### src/hdl/interp_settings.svh
/*
  complex x4 interpolator settings
  pad size, filter length, fixed point fractions and data widths
*/
`ifndef INTERP_SETTINGS_SVH
`define INTERP_SETTINGS_SVH

// zeros stuffed after each input sample, upsample factor is this plus one
`define INTERP_PAD_SIZE   3

// lowpass filter
`define INTERP_TAPS       8
`define INTERP_COEF_FRAC  14
`define INTERP_COEF_W     16
`define INTERP_ACC_W      36

// gain is unsigned q4.4
`define INTERP_GAIN_FRAC  4
`define INTERP_GAIN_W     8

`define INTERP_SAMPLE_W   16

`endif

### src/hdl/interp_pkg.sv
/*
  complex x4 interpolator types
  lane, stream word, gain and accumulator types plus the fixed coefficient table
*/
`include "interp_settings.svh"

package interp_pkg;

  // one signed lane value
  typedef logic signed [`INTERP_SAMPLE_W-1:0]   sample_t;
  // stream word, i in upper half, q in lower half
  typedef logic        [2*`INTERP_SAMPLE_W-1:0] iq_word_t;
  // unsigned q4.4
  typedef logic        [`INTERP_GAIN_W-1:0]     gain_t;
  typedef logic signed [`INTERP_COEF_W-1:0]     coef_t;
  typedef logic signed [`INTERP_ACC_W-1:0]      acc_t;

  //////////////////////////////////////////
  // triangle taps, linear interpolation
  // each polyphase branch sums to 16384 (unity)
  //////////////////////////////////////////
  localparam coef_t INTERP_COEFS [0:`INTERP_TAPS-1] = '{
    16'sd0,
    16'sd4096,
    16'sd8192,
    16'sd12288,
    16'sd16384,
    16'sd12288,
    16'sd8192,
    16'sd4096
  };

endpackage

### src/hdl/axis_fir_interp.sv
/*
  interpolation lowpass FIR
  8-tap filter on both i and q lanes of a zero-stuffed stream,
  round half up into 16 bits, registered output with back-pressure
*/
`include "interp_settings.svh"

module axis_fir_interp
  import interp_pkg::*;
(
  input  logic     clk,
  input  logic     reset,

  // zero-stuffed input
  input  logic     s_axis_tvalid,
  output logic     s_axis_tready,
  input  iq_word_t s_axis_tdata,
  input  logic     s_axis_tlast,

  // filtered output
  output logic     m_axis_tvalid,
  input  logic     m_axis_tready,
  output iq_word_t m_axis_tdata,
  output logic     m_axis_tlast
);

  localparam int TAPS = `INTERP_TAPS;
  localparam int SW   = `INTERP_SAMPLE_W;

  // half an output lsb in accumulator scale
  localparam acc_t ROUND_HALF = acc_t'(1) <<< (`INTERP_COEF_FRAC - 1);

  ////////////////////////////////////////
  // signals
  ////////////////////////////////////////

  // history, the incoming sample is tap 0
  sample_t i_hist [0:TAPS-2];
  sample_t q_hist [0:TAPS-2];

  // full tap windows
  sample_t i_win [0:TAPS-1];
  sample_t q_win [0:TAPS-1];

  sample_t s_i;
  sample_t s_q;

  acc_t    acc_i;
  acc_t    acc_q;
  acc_t    rnd_i;
  acc_t    rnd_q;

  logic    s_frame;

  // split the word into lanes
  assign s_i = sample_t'(s_axis_tdata[2*SW-1:SW]);
  assign s_q = sample_t'(s_axis_tdata[SW-1:0]);

  assign s_frame = s_axis_tvalid & s_axis_tready;

  // take a beat when the output slot is free or draining
  assign s_axis_tready = ~m_axis_tvalid | m_axis_tready;

  ////////////////////////////////////////
  // delay line
  ////////////////////////////////////////
  always_ff @(posedge clk) begin
    if (reset) begin
      for (int k = 0; k < TAPS - 1; k++) begin
        i_hist[k] <= '0;
        q_hist[k] <= '0;
      end
    end else if (s_frame) begin
      i_hist[0] <= s_i;
      q_hist[0] <= s_q;
      // history keeps running across frames
      for (int k = 1; k < TAPS - 1; k++) begin
        i_hist[k] <= i_hist[k-1];
        q_hist[k] <= q_hist[k-1];
      end
    end
  end

  // window seen after this beat shifts in
  always_comb begin
    i_win[0] = s_i;
    q_win[0] = s_q;
    for (int k = 1; k < TAPS; k++) begin
      i_win[k] = i_hist[k-1];
      q_win[k] = q_hist[k-1];
    end
  end

  ////////////////////////////////////////
  // dot product and rounding
  ////////////////////////////////////////
  always_comb begin
    acc_i = '0;
    acc_q = '0;
    for (int k = 0; k < TAPS; k++) begin
      acc_i = acc_i + acc_t'(i_win[k]) * acc_t'(INTERP_COEFS[k]);
      acc_q = acc_q + acc_t'(q_win[k]) * acc_t'(INTERP_COEFS[k]);
    end
    // round half up, back to sample scale
    rnd_i = (acc_i + ROUND_HALF) >>> `INTERP_COEF_FRAC;
    rnd_q = (acc_q + ROUND_HALF) >>> `INTERP_COEF_FRAC;
  end

  ////////////////////////////////////////
  // output register
  ////////////////////////////////////////
  always_ff @(posedge clk) begin
    if (reset) begin
      m_axis_tvalid <= 1'b0;
    end else if (s_frame) begin
      m_axis_tvalid <= 1'b1;
    end else if (m_axis_tready) begin
      m_axis_tvalid <= 1'b0;
    end
  end

  // payload follows the accepted beat
  always_ff @(posedge clk) begin
    if (s_frame) begin
      // unity gain per phase, the 16-bit slice cannot wrap
      m_axis_tdata <= {sample_t'(rnd_i), sample_t'(rnd_q)};
      m_axis_tlast <= s_axis_tlast;
    end
  end

endmodule

### src/hdl/axis_gain_sat.sv
/*
  gain and saturation stage
  scales both lanes by a q4.4 gain, rounds half up, clamps to 16 bits
  and flags beats where either lane was clamped
*/
`include "interp_settings.svh"

module axis_gain_sat
  import interp_pkg::*;
(
  input  logic     clk,
  input  logic     reset,

  // filtered input
  input  logic     s_axis_tvalid,
  output logic     s_axis_tready,
  input  iq_word_t s_axis_tdata,
  input  logic     s_axis_tlast,

  // level control, taken at each accepted beat
  input  gain_t    gain,

  // scaled output
  output logic     m_axis_tvalid,
  input  logic     m_axis_tready,
  output iq_word_t m_axis_tdata,
  output logic     m_axis_tlast,
  output logic     sat
);

  localparam int SW     = `INTERP_SAMPLE_W;
  // signed sample times zero-extended gain
  localparam int PROD_W = `INTERP_SAMPLE_W + `INTERP_GAIN_W + 1;

  typedef logic signed [PROD_W-1:0] prod_t;

  localparam prod_t ROUND_HALF = prod_t'(1) <<< (`INTERP_GAIN_FRAC - 1);
  localparam prod_t SAT_MAX    = prod_t'(2 ** (SW - 1) - 1);
  localparam prod_t SAT_MIN    = -prod_t'(2 ** (SW - 1));

  logic [SW:0] lane_i;
  logic [SW:0] lane_q;
  logic        s_frame;

  // returns {clamped, result}
  function automatic logic [SW:0] scale_lane(input sample_t x, input gain_t g);
    prod_t   prod;
    prod_t   rnd;
    sample_t y;
    logic    clamped;
    prod    = x * $signed({1'b0, g});
    rnd     = (prod + ROUND_HALF) >>> `INTERP_GAIN_FRAC;
    clamped = 1'b1;
    if (rnd > SAT_MAX) begin
      y = sample_t'(SAT_MAX);
    end else if (rnd < SAT_MIN) begin
      y = sample_t'(SAT_MIN);
    end else begin
      y       = sample_t'(rnd);
      clamped = 1'b0;
    end
    return {clamped, y};
  endfunction

  assign lane_i = scale_lane(sample_t'(s_axis_tdata[2*SW-1:SW]), gain);
  assign lane_q = scale_lane(sample_t'(s_axis_tdata[SW-1:0]), gain);

  assign s_frame       = s_axis_tvalid & s_axis_tready;
  assign s_axis_tready = ~m_axis_tvalid | m_axis_tready;

  ////////////////////////////////////////
  // output register
  ////////////////////////////////////////
  always_ff @(posedge clk) begin
    if (reset) begin
      m_axis_tvalid <= 1'b0;
      sat           <= 1'b0;
    end else if (s_frame) begin
      m_axis_tvalid <= 1'b1;
      // travels with its beat
      sat           <= lane_i[SW] | lane_q[SW];
    end else if (m_axis_tready) begin
      m_axis_tvalid <= 1'b0;
      sat           <= 1'b0;
    end
  end

  always_ff @(posedge clk) begin
    if (s_frame) begin
      m_axis_tdata <= {lane_i[SW-1:0], lane_q[SW-1:0]};
      m_axis_tlast <= s_axis_tlast;
    end
  end

endmodule

### src/hdl/axis_interp_top.sv
/*
  complex x4 interpolator top level
  zero pad, lowpass FIR and gain stage chained as valid/ready streams
*/
`include "interp_settings.svh"

module axis_interp_top
  import interp_pkg::*;
(
  input  logic     clk,
  input  logic     reset,

  // baseband input
  input  logic     s_axis_tvalid,
  output logic     s_axis_tready,
  input  iq_word_t s_axis_tdata,
  input  logic     s_axis_tlast,

  input  gain_t    gain,

  // interpolated output
  output logic     m_axis_tvalid,
  input  logic     m_axis_tready,
  output iq_word_t m_axis_tdata,
  output logic     m_axis_tlast,
  output logic     sat
);

  // zero pad to FIR
  logic     pad_tvalid;
  logic     pad_tready;
  iq_word_t pad_tdata;
  logic     pad_tlast;

  // FIR to gain
  logic     fir_tvalid;
  logic     fir_tready;
  iq_word_t fir_tdata;
  logic     fir_tlast;

  ////////////////////////////////////////
  // rate x4 by zero stuffing
  ////////////////////////////////////////
  axis_zero_pad #(
    .PAD_SIZE (`INTERP_PAD_SIZE)
  ) u_zero_pad (
    .clk           (clk),
    .reset         (reset),
    .s_axis_tvalid (s_axis_tvalid),
    .s_axis_tready (s_axis_tready),
    .s_axis_tdata  (s_axis_tdata),
    .s_axis_tlast  (s_axis_tlast),
    .m_axis_tvalid (pad_tvalid),
    .m_axis_tready (pad_tready),
    .m_axis_tdata  (pad_tdata),
    .m_axis_tlast  (pad_tlast)
  );

  // fills the zeros in
  axis_fir_interp u_fir (
    .clk           (clk),
    .reset         (reset),
    .s_axis_tvalid (pad_tvalid),
    .s_axis_tready (pad_tready),
    .s_axis_tdata  (pad_tdata),
    .s_axis_tlast  (pad_tlast),
    .m_axis_tvalid (fir_tvalid),
    .m_axis_tready (fir_tready),
    .m_axis_tdata  (fir_tdata),
    .m_axis_tlast  (fir_tlast)
  );

  axis_gain_sat u_gain (
    .clk           (clk),
    .reset         (reset),
    .s_axis_tvalid (fir_tvalid),
    .s_axis_tready (fir_tready),
    .s_axis_tdata  (fir_tdata),
    .s_axis_tlast  (fir_tlast),
    .gain          (gain),
    .m_axis_tvalid (m_axis_tvalid),
    .m_axis_tready (m_axis_tready),
    .m_axis_tdata  (m_axis_tdata),
    .m_axis_tlast  (m_axis_tlast),
    .sat           (sat)
  );

endmodule

### src/hdl/axis_zero_pad.sv
/*
  zero-stuffing upsampler
  passes each accepted sample then PAD_SIZE zero words,
  tlast marks the final pad beat of a frame
*/
module axis_zero_pad
  import interp_pkg::*;
#(
  parameter int PAD_SIZE = 3
) (
  input  logic     clk,
  input  logic     reset,

  // input stream
  input  logic     s_axis_tvalid,
  output logic     s_axis_tready,
  input  iq_word_t s_axis_tdata,
  input  logic     s_axis_tlast,

  // output stream
  output logic     m_axis_tvalid,
  input  logic     m_axis_tready,
  output iq_word_t m_axis_tdata,
  output logic     m_axis_tlast
);

  // counter must also hold the spent value PAD_SIZE + 1
  localparam int CNT_W = $clog2(PAD_SIZE + 2);
  localparam logic [CNT_W-1:0] LAST_PAD = CNT_W'(PAD_SIZE);
  localparam logic [CNT_W-1:0] SPENT    = CNT_W'(PAD_SIZE + 1);

  logic [CNT_W-1:0] pad_cnt;
  logic             burst_done;
  logic             s_frame;
  logic             m_frame;
  logic             final_beat;
  iq_word_t         data_q;

  ////////////////////////////////////////
  // handshakes
  ////////////////////////////////////////
  assign s_frame    = s_axis_tvalid & s_axis_tready;
  assign m_frame    = m_axis_tvalid & m_axis_tready;
  // last pad beat leaving this cycle
  assign final_beat = m_frame & (pad_cnt == LAST_PAD);

  // idle, or the last pad beat goes out now
  assign s_axis_tready = (pad_cnt == SPENT) |
                         ((pad_cnt == LAST_PAD) & m_axis_tready);

  ////////////////////////////////////////
  // pad counter
  ////////////////////////////////////////
  always_ff @(posedge clk) begin
    if (reset) begin
      // start idle, nothing to send
      pad_cnt <= SPENT;
    end else if (s_frame) begin
      pad_cnt <= '0;
    end else if (m_frame) begin
      pad_cnt <= pad_cnt + 1'b1;
    end
  end

  // sample first, then zeros
  always_ff @(posedge clk) begin
    if (s_frame) begin
      data_q <= s_axis_tdata;
    end else if (m_frame) begin
      data_q <= '0;
    end
  end

  ////////////////////////////////////////
  // frame end tracking
  ////////////////////////////////////////
  always_ff @(posedge clk) begin
    if (reset) begin
      burst_done <= 1'b0;
    end else if (s_frame) begin
      // new sample decides whether its pads close the frame
      burst_done <= s_axis_tlast;
    end else if (final_beat) begin
      burst_done <= 1'b0;
    end
  end

  assign m_axis_tvalid = (pad_cnt <= LAST_PAD);
  assign m_axis_tdata  = data_q;
  assign m_axis_tlast  = burst_done & (pad_cnt == LAST_PAD);

endmodule

### config.mk
export PLATFORM = sky130hd
export DESIGN_NAME = axis_interp_top
export DESIGN_NICKNAME = d
export VERILOG_FILES = /design/src/hdl/interp_pkg.sv /design/src/hdl/axis_fir_interp.sv /design/src/hdl/axis_gain_sat.sv /design/src/hdl/axis_interp_top.sv /design/src/hdl/axis_zero_pad.sv
export VERILOG_INCLUDE_DIRS = /design/src /design/src/hdl
export SDC_FILE = /design/constraint.sdc
export NUM_CORES = 1
export LEC_CHECK = 0
export BUFFER_PORTS_ARGS = -buffer_cell sky130_fd_sc_hd__buf_2
export CAP_MARGIN = 10
export CORE_UTILIZATION = 57
export CTS_CLUSTER_SIZE = 12
export DETAILED_ROUTE_END_ITERATION = 10
export PLACE_DENSITY = 0.74
export SYNTH_ARGS = -nofsm -noshare
export SYNTH_HDL_FRONTEND = slang
export SYNTH_SLANG_ARGS = --single-unit
### constraint.sdc
create_clock -name clk -period 9 [get_ports clk]
set_input_delay 0.45 -clock clk [delete_from_list [all_inputs] [get_ports clk]]
set_output_delay 0.45 -clock clk [all_outputs]
set_load 0.01 [all_outputs]
# == Yosys cells after proc, flatten, opt, wreduce, memory -nomap -nowiden ==
# Memories as Yosys holds them, arrays and structs flattened.
# Index checks and enable logic that the tools add are counted.
# totals
reg_bits,105
input_bits,45
memories,2
out_inout_bits,36
ramBits,224
wordCells,111
# classes
add_sub_neg,17
mux,36
reduce_logical,5
mul,6
bitwise_logic,26
n_lt_le_gt_ge,5
n_eq_ne,2
# memory_table
name,depth,word_bits,rd,rd_clocked_by_memory_dff,wr,line_no,source
u_fir.i_hist,7,16,7,0,7,axis_fir_interp.sv:38,sample_t i_hist [0:TAPS-2];
u_fir.q_hist,7,16,7,0,7,axis_fir_interp.sv:39,sample_t q_hist [0:TAPS-2];
# op_table
operator,count
16-bit 2-to-1 mux,16
30-bit adder,6
16-bit by 3-bit multiplier with 18-bit output (second input constant),4
32-bit 2-to-1 mux,2
28-bit by 29-bit adder with 30-bit output,2
30-bit by 15-bit adder with 30-bit output (second input constant),2
30-bit by 28-bit adder with 30-bit output,2
30-bit by 29-bit adder with 30-bit output,2
25-bit by 5-bit adder with 25-bit output (second input constant),2
16-bit by 9-bit multiplier with 25-bit output,2
21-bit by 16-bit > comparator with 1-bit output (second input constant),2
21-bit by 16-bit less-than comparator with 1-bit output (second input constant),2
1-bit bitwise OR,18
1-bit 2-to-1 mux,16
2-bit nonzero test,4
1-bit AND,6
3-bit 2-to-1 mux,2
3-bit by 1-bit adder with 3-bit output (second input constant),1
3-bit by 2-bit == test with 1-bit output (second input constant),1
3-bit == test (second input constant),1
3-bit by 2-bit <= comparator with 1-bit output (second input constant),1
1-bit inverter,2
2-bit OR reduction,1

# == Longest topological paths before layout ==
# Gate-level depths: netlist of the first run.
# depth
ltp_word,8
depth_mapped,27
depth_no_buf,27

# == Hierarchy ==
# From an unflattened synthesis of the first run, not the netlist that was laid out.
# hier_totals
hier_cells,2874
area_unflattened_um2,30809.5
# modules_own_cells
module,seq_area_each_um2,cells_per_inst,n_inst,area_each_um2
axis_fir_interp,7737.4,1481,1,17994.8
axis_gain_sat,1031.0,1290,1,11335.9
axis_zero_pad,1041.0,103,1,1478.9

# == Least setup slack after synthesis of the first run ==
# Ideal clock, no wire load.
# synth_timing
kind,input to register
from,input reset
to,"memory u_fir.i_hist[0][0] (netlist name), enable pin"
slack_ns,2.276
t_required_ns,8.375
path_buffers,1
setup_time_ns,0.625
t_arrival_ns,6.099
path_stages,2
cell_sequence,clkbuf_1 -> nand2b_1
# synth_rtl
item,line_no,source
from (decl),axis_interp_top.sv:11,"input logic reset,"
to (decl),axis_fir_interp.sv:38,

==> out/metrics.yaml, run 1 <==
floorplan:
  dieArea_sq_um: 53900
  std_cell_rows: 84
  die_w_microns: 232
  num_io_pins: 81
  fp.coreArea_sq_um: 52400
  die_y_microns: 232
  start_util_pct: 57.6
worst_setup_path:
  path_class: "reg -> reg"
  critPathMaxStageDelay_ns: 0.52
  required_ns: 9.30
  cp-end-kind: "register"
  cpMaxStageDelayCell: "fa_1"
  critPathMaxFanout: 3
  cp_data_arrival_time_ns: 7.16
  critPathMostFrequentCell: "xnor2_1"
  start_kind: "register"
global_route:
  grt_pass1_vias: 20400
  grt_overflow: 0
  grt_usage_pct: 23.1
  grt_first_pass_wirelength_microns: 100000
  grt_max_degree: 151
  antenna_found_initial: 0
drt:
  wl_microns: 58900
  vias: 19300
  avgViaCountPerCell: 5.40
  drt_iter0_markers: 1253
  ant_nets: 0
  drcViolationCount: 0
  wl_per_cell_microns: 16.5
  firstDrtPassIters: 6
cts:
  numCtsBuffers: 39
  clockBufferDepth: 3
  post_cts_buffers: 0
  insertion_delay_ns: 0.57
  cts.sinks: 329
  htreeDepth: 2
  cts_tree: "yes"
  clk_pin_slew_ns: 0.06
  cts_resized: 0
  root_buffer: "clkbuf_16"
  holdBufCountCts: 0
place:
  gp_congestion: 0.867
  dp_hpwl_microns: 45200
  io_buffers: 80
sta:
  slew-limit-headroom_pct: 30.2
  worst_pin_slew_ns: 1.05
  min_period_over_period_pct: 76.2
  finalSetupViolCount: 0
  fin_skew_ns: 0.0279
  setup_tns_ns: 0
  finalHoldViolCount: 0
  max_freq_mhz: 146
  finalCriticalPeriod_ns: 6.86
  drv_slew: 0
  rsz0062_at_grt: "false"
synthesis:
  synth-edff-count: 322
  yosysSeqAreaShare_pct: 32.5
  synthArstFlopShare_pct: 0
  ys.flop_type: "edfxtp_1"
  synth_area_per_cell_sq_um: 10.8
  syn_inst: 2801
  synth_cell_types: 73
  synth_top_family_by_area: "adder cells"
  synth-simple-area-share_pct: 14.6
  ys_ff_latch: 329
  synth_warnings: 0
  syn_area_sq_um: 30200
  synth_top_area_cell: "edfxtp_1"
  synth.area.top_cells: "edfxtp_1 (32%), fa_1 (24%), ha_1 (11%)"
  post_synth_xor_area_fraction_pct: 3.83
  synth_compound_area_share_pct: 6.81
  muxShareOfSynthArea_pct: 0.0704
  synth_top_area_share_pct: 32.0
  synth.most_common_cell: "inv_1"
  synth_nets: 3465
  synthTopCellsByCount: "inv_1 (533), fa_1 (364), and2_1 (350)"
  synth_fa_ha_area_share_pct: 34.7
cells_and_area:
  area_growth_pct: 7.61
  drive_above_1_share_pct: 5.54
  layout.nets: 3528
  n_antenna_cell: 0
run:
  cap_violations: 0
outcome:
  outcome: "complete, no violations"
min_path:
  min_path_type: "in -> reg"
==> sequential cells by signal (all words and copies together), names as in the netlist <==
signal	count
u_fir.i_hist	112
u_fir.m_axis_tdata	32
u_fir.m_axis_tlast	1
u_fir.m_axis_tvalid	1
u_fir.q_hist	112
u_gain.m_axis_tdata	32
u_gain.m_axis_tlast	1
u_gain.m_axis_tvalid	1
u_gain.sat	1
u_zero_pad.burst_done	1
u_zero_pad.m_axis_tdata	32
u_zero_pad.pad_cnt	3
==> layer usage <==
layer	GRT usage, %	share of wire, %
met1	31.4	45
met2	38.5	47
met3	3.30	5.3
met4	6.74	2.6
met5	0	0
==> worst max-delay path: cells and delay by family, from the launching register on <==
family                   cells  cell delay [ns]
flip-flops                   1             0.43
buffers and inverters        3             0.21
AO/OA/AOI/OAI                8             1.97
XOR/XNOR                     7             1.09
adder cells (fa/ha/maj)      7             2.77
AND/OR/NAND/NOR              1             0.12
==> metrics by stage <==
| step | utilization [%] | instance area [sq um] | setup WS, ns | std cells | hold slack, ns |
|---|---|---|---|---|---|
| 2_1_floorplan | - | 30200 | 2.28 | 2801 | 0.400 |
| 3_3_place_gp | 59.7 | 31300 | 2.52 | 3511 | 0.489 |
| 3_5_place_dp | 59.7 | 31300 | 2.22 | 3511 | 0.502 |
| 4_1_cts | 62.0 | 32500 | 2.17 | 3576 | 0.160 |
| 5_1_grt | 62.0 | 32500 | 1.69 | 3576 | 0.170 |
| 6_report | 62.0 | 32500 | 2.14 | 3576 | 0.187 |
==> layout by cell type, fill, tap and decap left out, types with 4 or more instances in the layout <==
master and count:
a21oi_1 85, and2_1 350, nand2b_1 17, or3_1 7, o21ai_0 49, nor3_1 29
nor2b_1 50, clkbuf_1 10, a21boi_0 8, a31oi_1 10, inv_1 533, ha_1 255
o21a_1 13, nor2_1 81, fa_1 364, a21boi_1 6, o211ai_1 8, edfxtp_1 322
or4_1 5, o21ai_1 33, nand3_1 27, a21o_1 28, buf_4 9, xnor2_1 96
nand4_1 12, buf_2 80, dfxtp_1 7, xor2_1 36, clkinv_1 4, o41ai_1 5
clkbuf_16 40, o21bai_1 22, and3_1 44, nand2_1 157, nor4_1 5, o31ai_1 6
==> worst paths after layout <==
check | cells past startpoint | slack, ns | end | from
max | 26 | 2.14 | u_fir.m_axis_tdata[31] | u_fir.i_hist[0][66]
min | 2 | 0.19 | u_zero_pad.m_axis_tdata[8] | s_axis_tdata[8]
max reg2reg | 26 | 2.14 | u_fir.m_axis_tdata[31] | u_fir.i_hist[0][66]
min reg2reg | 2 | 0.51 | u_gain.sat | u_gain.sat
==> logic make-up after synthesis <==
group	Yosys count
fa+ha+maj	619
compound gates	313
xor+xnor	132
buf+inv	601
simple gates	805
flops	329
mux	2
==> area by class of cell <==
cell class / count / area [sq um]
clock buffers: 50 / 1040
inverters: 533 / 2000
fillers: 4065 / 19900
well taps: 688 / 861
multi-input cells: 1871 / 18200
clock inverters: 15 / 169
flip-flops and latches: 329 / 9810
repair buffers: 90 / 488
Power of run 1 is left out: the tool's default activity adds up to more than one toggle a clock period on the data nets, which glitch-free logic cannot reach.
==> run 2, diff against run 1 <==
clock period = 6.85 ns   (was 9 ns; I/O delays follow)
==> run 2 against run 1 <==
Register-to-register slack worse by 1.8 ns. Non-clock buffer count is 4 higher. Critical path depth stayed put. Wire length is 0.60% higher. Die area stayed put. Largest cell class unchanged.
==> out/metrics.yaml, run 2 (synthesis gave the netlist of run 1 again) <==
outcome:
  outcome: "complete, no violations"
cts:
  insertion_delay_ns: 0.56  # about the same
  numCtsBuffers: 39  # unchanged
  root_buffer: "clkbuf_16"
  cts.sinks: 329  # unchanged
  clockBufferDepth: 3  # unchanged
  clk_pin_slew_ns: 0.06  # about the same
  holdBufCountCts: 0  # unchanged
  cts_tree: "yes"
  post_cts_buffers: 0  # unchanged
  htreeDepth: 2  # unchanged
min_path:
  hold_depth: 2  # unchanged
  hold_path_end: "u_zero_pad.m_axis_tdata[21]"
  min_path_type: "in -> reg"
  holdCritStartpoint: "s_axis_tdata[21]"
global_route:
  grt_max_degree: 160  # +6.0%
  antenna_found_initial: 0  # unchanged
  grt_overflow: 0  # unchanged
  grt_pass1_vias: 20600  # +0.95%
  grt_first_pass_wirelength_microns: 101000  # +0.50%
  grt_usage_pct: 23.2  # +0.069 points
floorplan:
  die_w_microns: 232  # unchanged
  die_y_microns: 232  # unchanged
  fp.coreArea_sq_um: 52400  # unchanged
  dieArea_sq_um: 53900  # unchanged
  num_io_pins: 81  # unchanged
  std_cell_rows: 84  # unchanged
  start_util_pct: 57.6  # unchanged
cells_and_area:
  reg_top3: "u_fir.i_hist x112, u_fir.q_hist x112"
  final_area_sq_um: 32600  # +0.11%
  area_growth_pct: 7.73
  n_antenna_cell: 0  # unchanged
  mostFrequentLayoutCell: "inv_1"
  layout.nets: 3532  # +0.11%
  mostFrequentLayoutCells: "inv_1 (533), fa_1 (364), and2_1 (350)"
  drive_above_1_share_pct: 5.73  # +0.19 points
worst_setup_path:
  critPathMostFrequentCell: "xnor2_1"
  r2r_end: "u_fir.m_axis_tdata[31]"
  r2r_setup_slack_ns: 0.33  # -1.81 ns
  critPathMaxFanout: 3  # unchanged
  cpMaxStageDelayCell: "fa_1"
  reg2reg_from: "u_fir.i_hist[0][66]"
  start_kind: "register"
  cp-end-kind: "register"
  cp_data_arrival_time_ns: 6.81  # -0.35 ns
  required_ns: 7.14  # -2.16 ns
  path_class: "reg -> reg"
  critPathMaxStageDelay_ns: 0.49  # -0.03 ns
  reg2reg_depth: 26  # unchanged
drt:
  wl_per_cell_microns: 16.5  # +0.38%
  drcViolationCount: 0  # unchanged
  ant_nets: 0  # unchanged
  wl_microns: 59200  # +0.60%
  firstDrtPassIters: 5  # -1
  avgViaCountPerCell: 5.42  # +0.43%
  drt_iter0_markers: 1266  # +1.0%
  vias: 19400  # +0.65%
sta:
  max_freq_mhz: 153  # +5.2%
  worst_pin_slew_ns: 0.950  # -0.0972 ns
  rsz0062_at_grt: "false"
  timing.final.ws_setup_ns: 0.329  # -1.81 ns
  finalHoldViolCount: 0  # unchanged
  fin_skew_ns: 0.0227  # -0.00522 ns
  drv_slew: 0  # unchanged
  finalSetupViolCount: 0  # unchanged
  min_period_over_period_pct: 95.2  # +19 points
  finalCriticalPeriod_ns: 6.52  # -0.340 ns
  slew-limit-headroom_pct: 36.7  # +6.5 points
  setup_tns_ns: 0  # unchanged
place:
  post_dp_cell_area_sq_um: 31300  # about the same
  io_buffers: 80  # unchanged
  dp_hpwl_microns: 45600  # +0.90%
  dp_slack_ns: 0.265  # -1.95 ns
  gp_congestion: 0.901  # +4.0%
run:
  cap_violations: 0  # unchanged
run 2: per-stage QoR:
| step | hold slack, ns | std cells | utilization, % |
|---|---|---|---|
| after floorplan | 0.400 | 2801 | - |
| after global placement | 0.482 | 3515 | 59.8 |
| after detailed placement | 0.490 | 3515 | 59.8 |
| after CTS | 0.0532 | 3584 | 62.0 |
| after global routing | 0.0774 | 3584 | 62.1 |
| final | 0.0881 | 3584 | 62.1 |
run 2: metal layers:
metal	track usage [%]	vias to the layer above	routed length (microns)
li1	-	9180	-
met1	31.6	9679	27000
met2	39.1	485	28200
met3	3.19	83	2860
met4	5.61	0	1090
met5	0	-	0
run 2: worst max path at each step:
stage | slack (ns) | depth (start not counted) | end | start
2_1_floorplan | 0.23 | 2 | u_fir.i_hist[0][0] | reset
3_3_place_gp | 0.34 | 25 | u_fir.m_axis_tdata[14] | u_fir.q_hist[1][1]
3_5_place_dp | 0.26 | 26 | u_fir.m_axis_tdata[31] | u_fir.i_hist[0][65]
4_1_cts | 0.16 | 26 | u_fir.m_axis_tdata[31] | u_fir.i_hist[0][66]
5_1_grt | 0.001 | 26 | u_fir.m_axis_tdata[14] | u_fir.q_hist[1][2]
6_report | 0.33 | 26 | u_fir.m_axis_tdata[31] | u_fir.i_hist[0][66]
run 2: what timing repair did:
action,4_1_cts,5_1_grt
endpoints found under the setup margin,0,5
endpoints found under the hold margin,0,0
resized for setup,0,12
run 2: critical path: cells and delay by family (launching register included):
kind	cells	cell delay, ns
fa+ha+maj	7	2.71
compound gates	8	1.68
xor+xnor	7	1.06
flops	1	0.42
buf+inv	3	0.22
simple gates	1	0.14
run 2: final cells by class:
| type | count | area [sq um] |
|---|---|---|
| clock inverter | 22 | 161 |
| clock buffer | 47 | 1030 |
| multi-input combinational | 1871 | 18200 |
| fill | 4179 | 19900 |
| timing repair buffer | 94 | 518 |
| inverter | 533 | 2000 |
| sequential | 329 | 9810 |
| tap | 688 | 861 |
Power of run 2 is left out for the same reason.
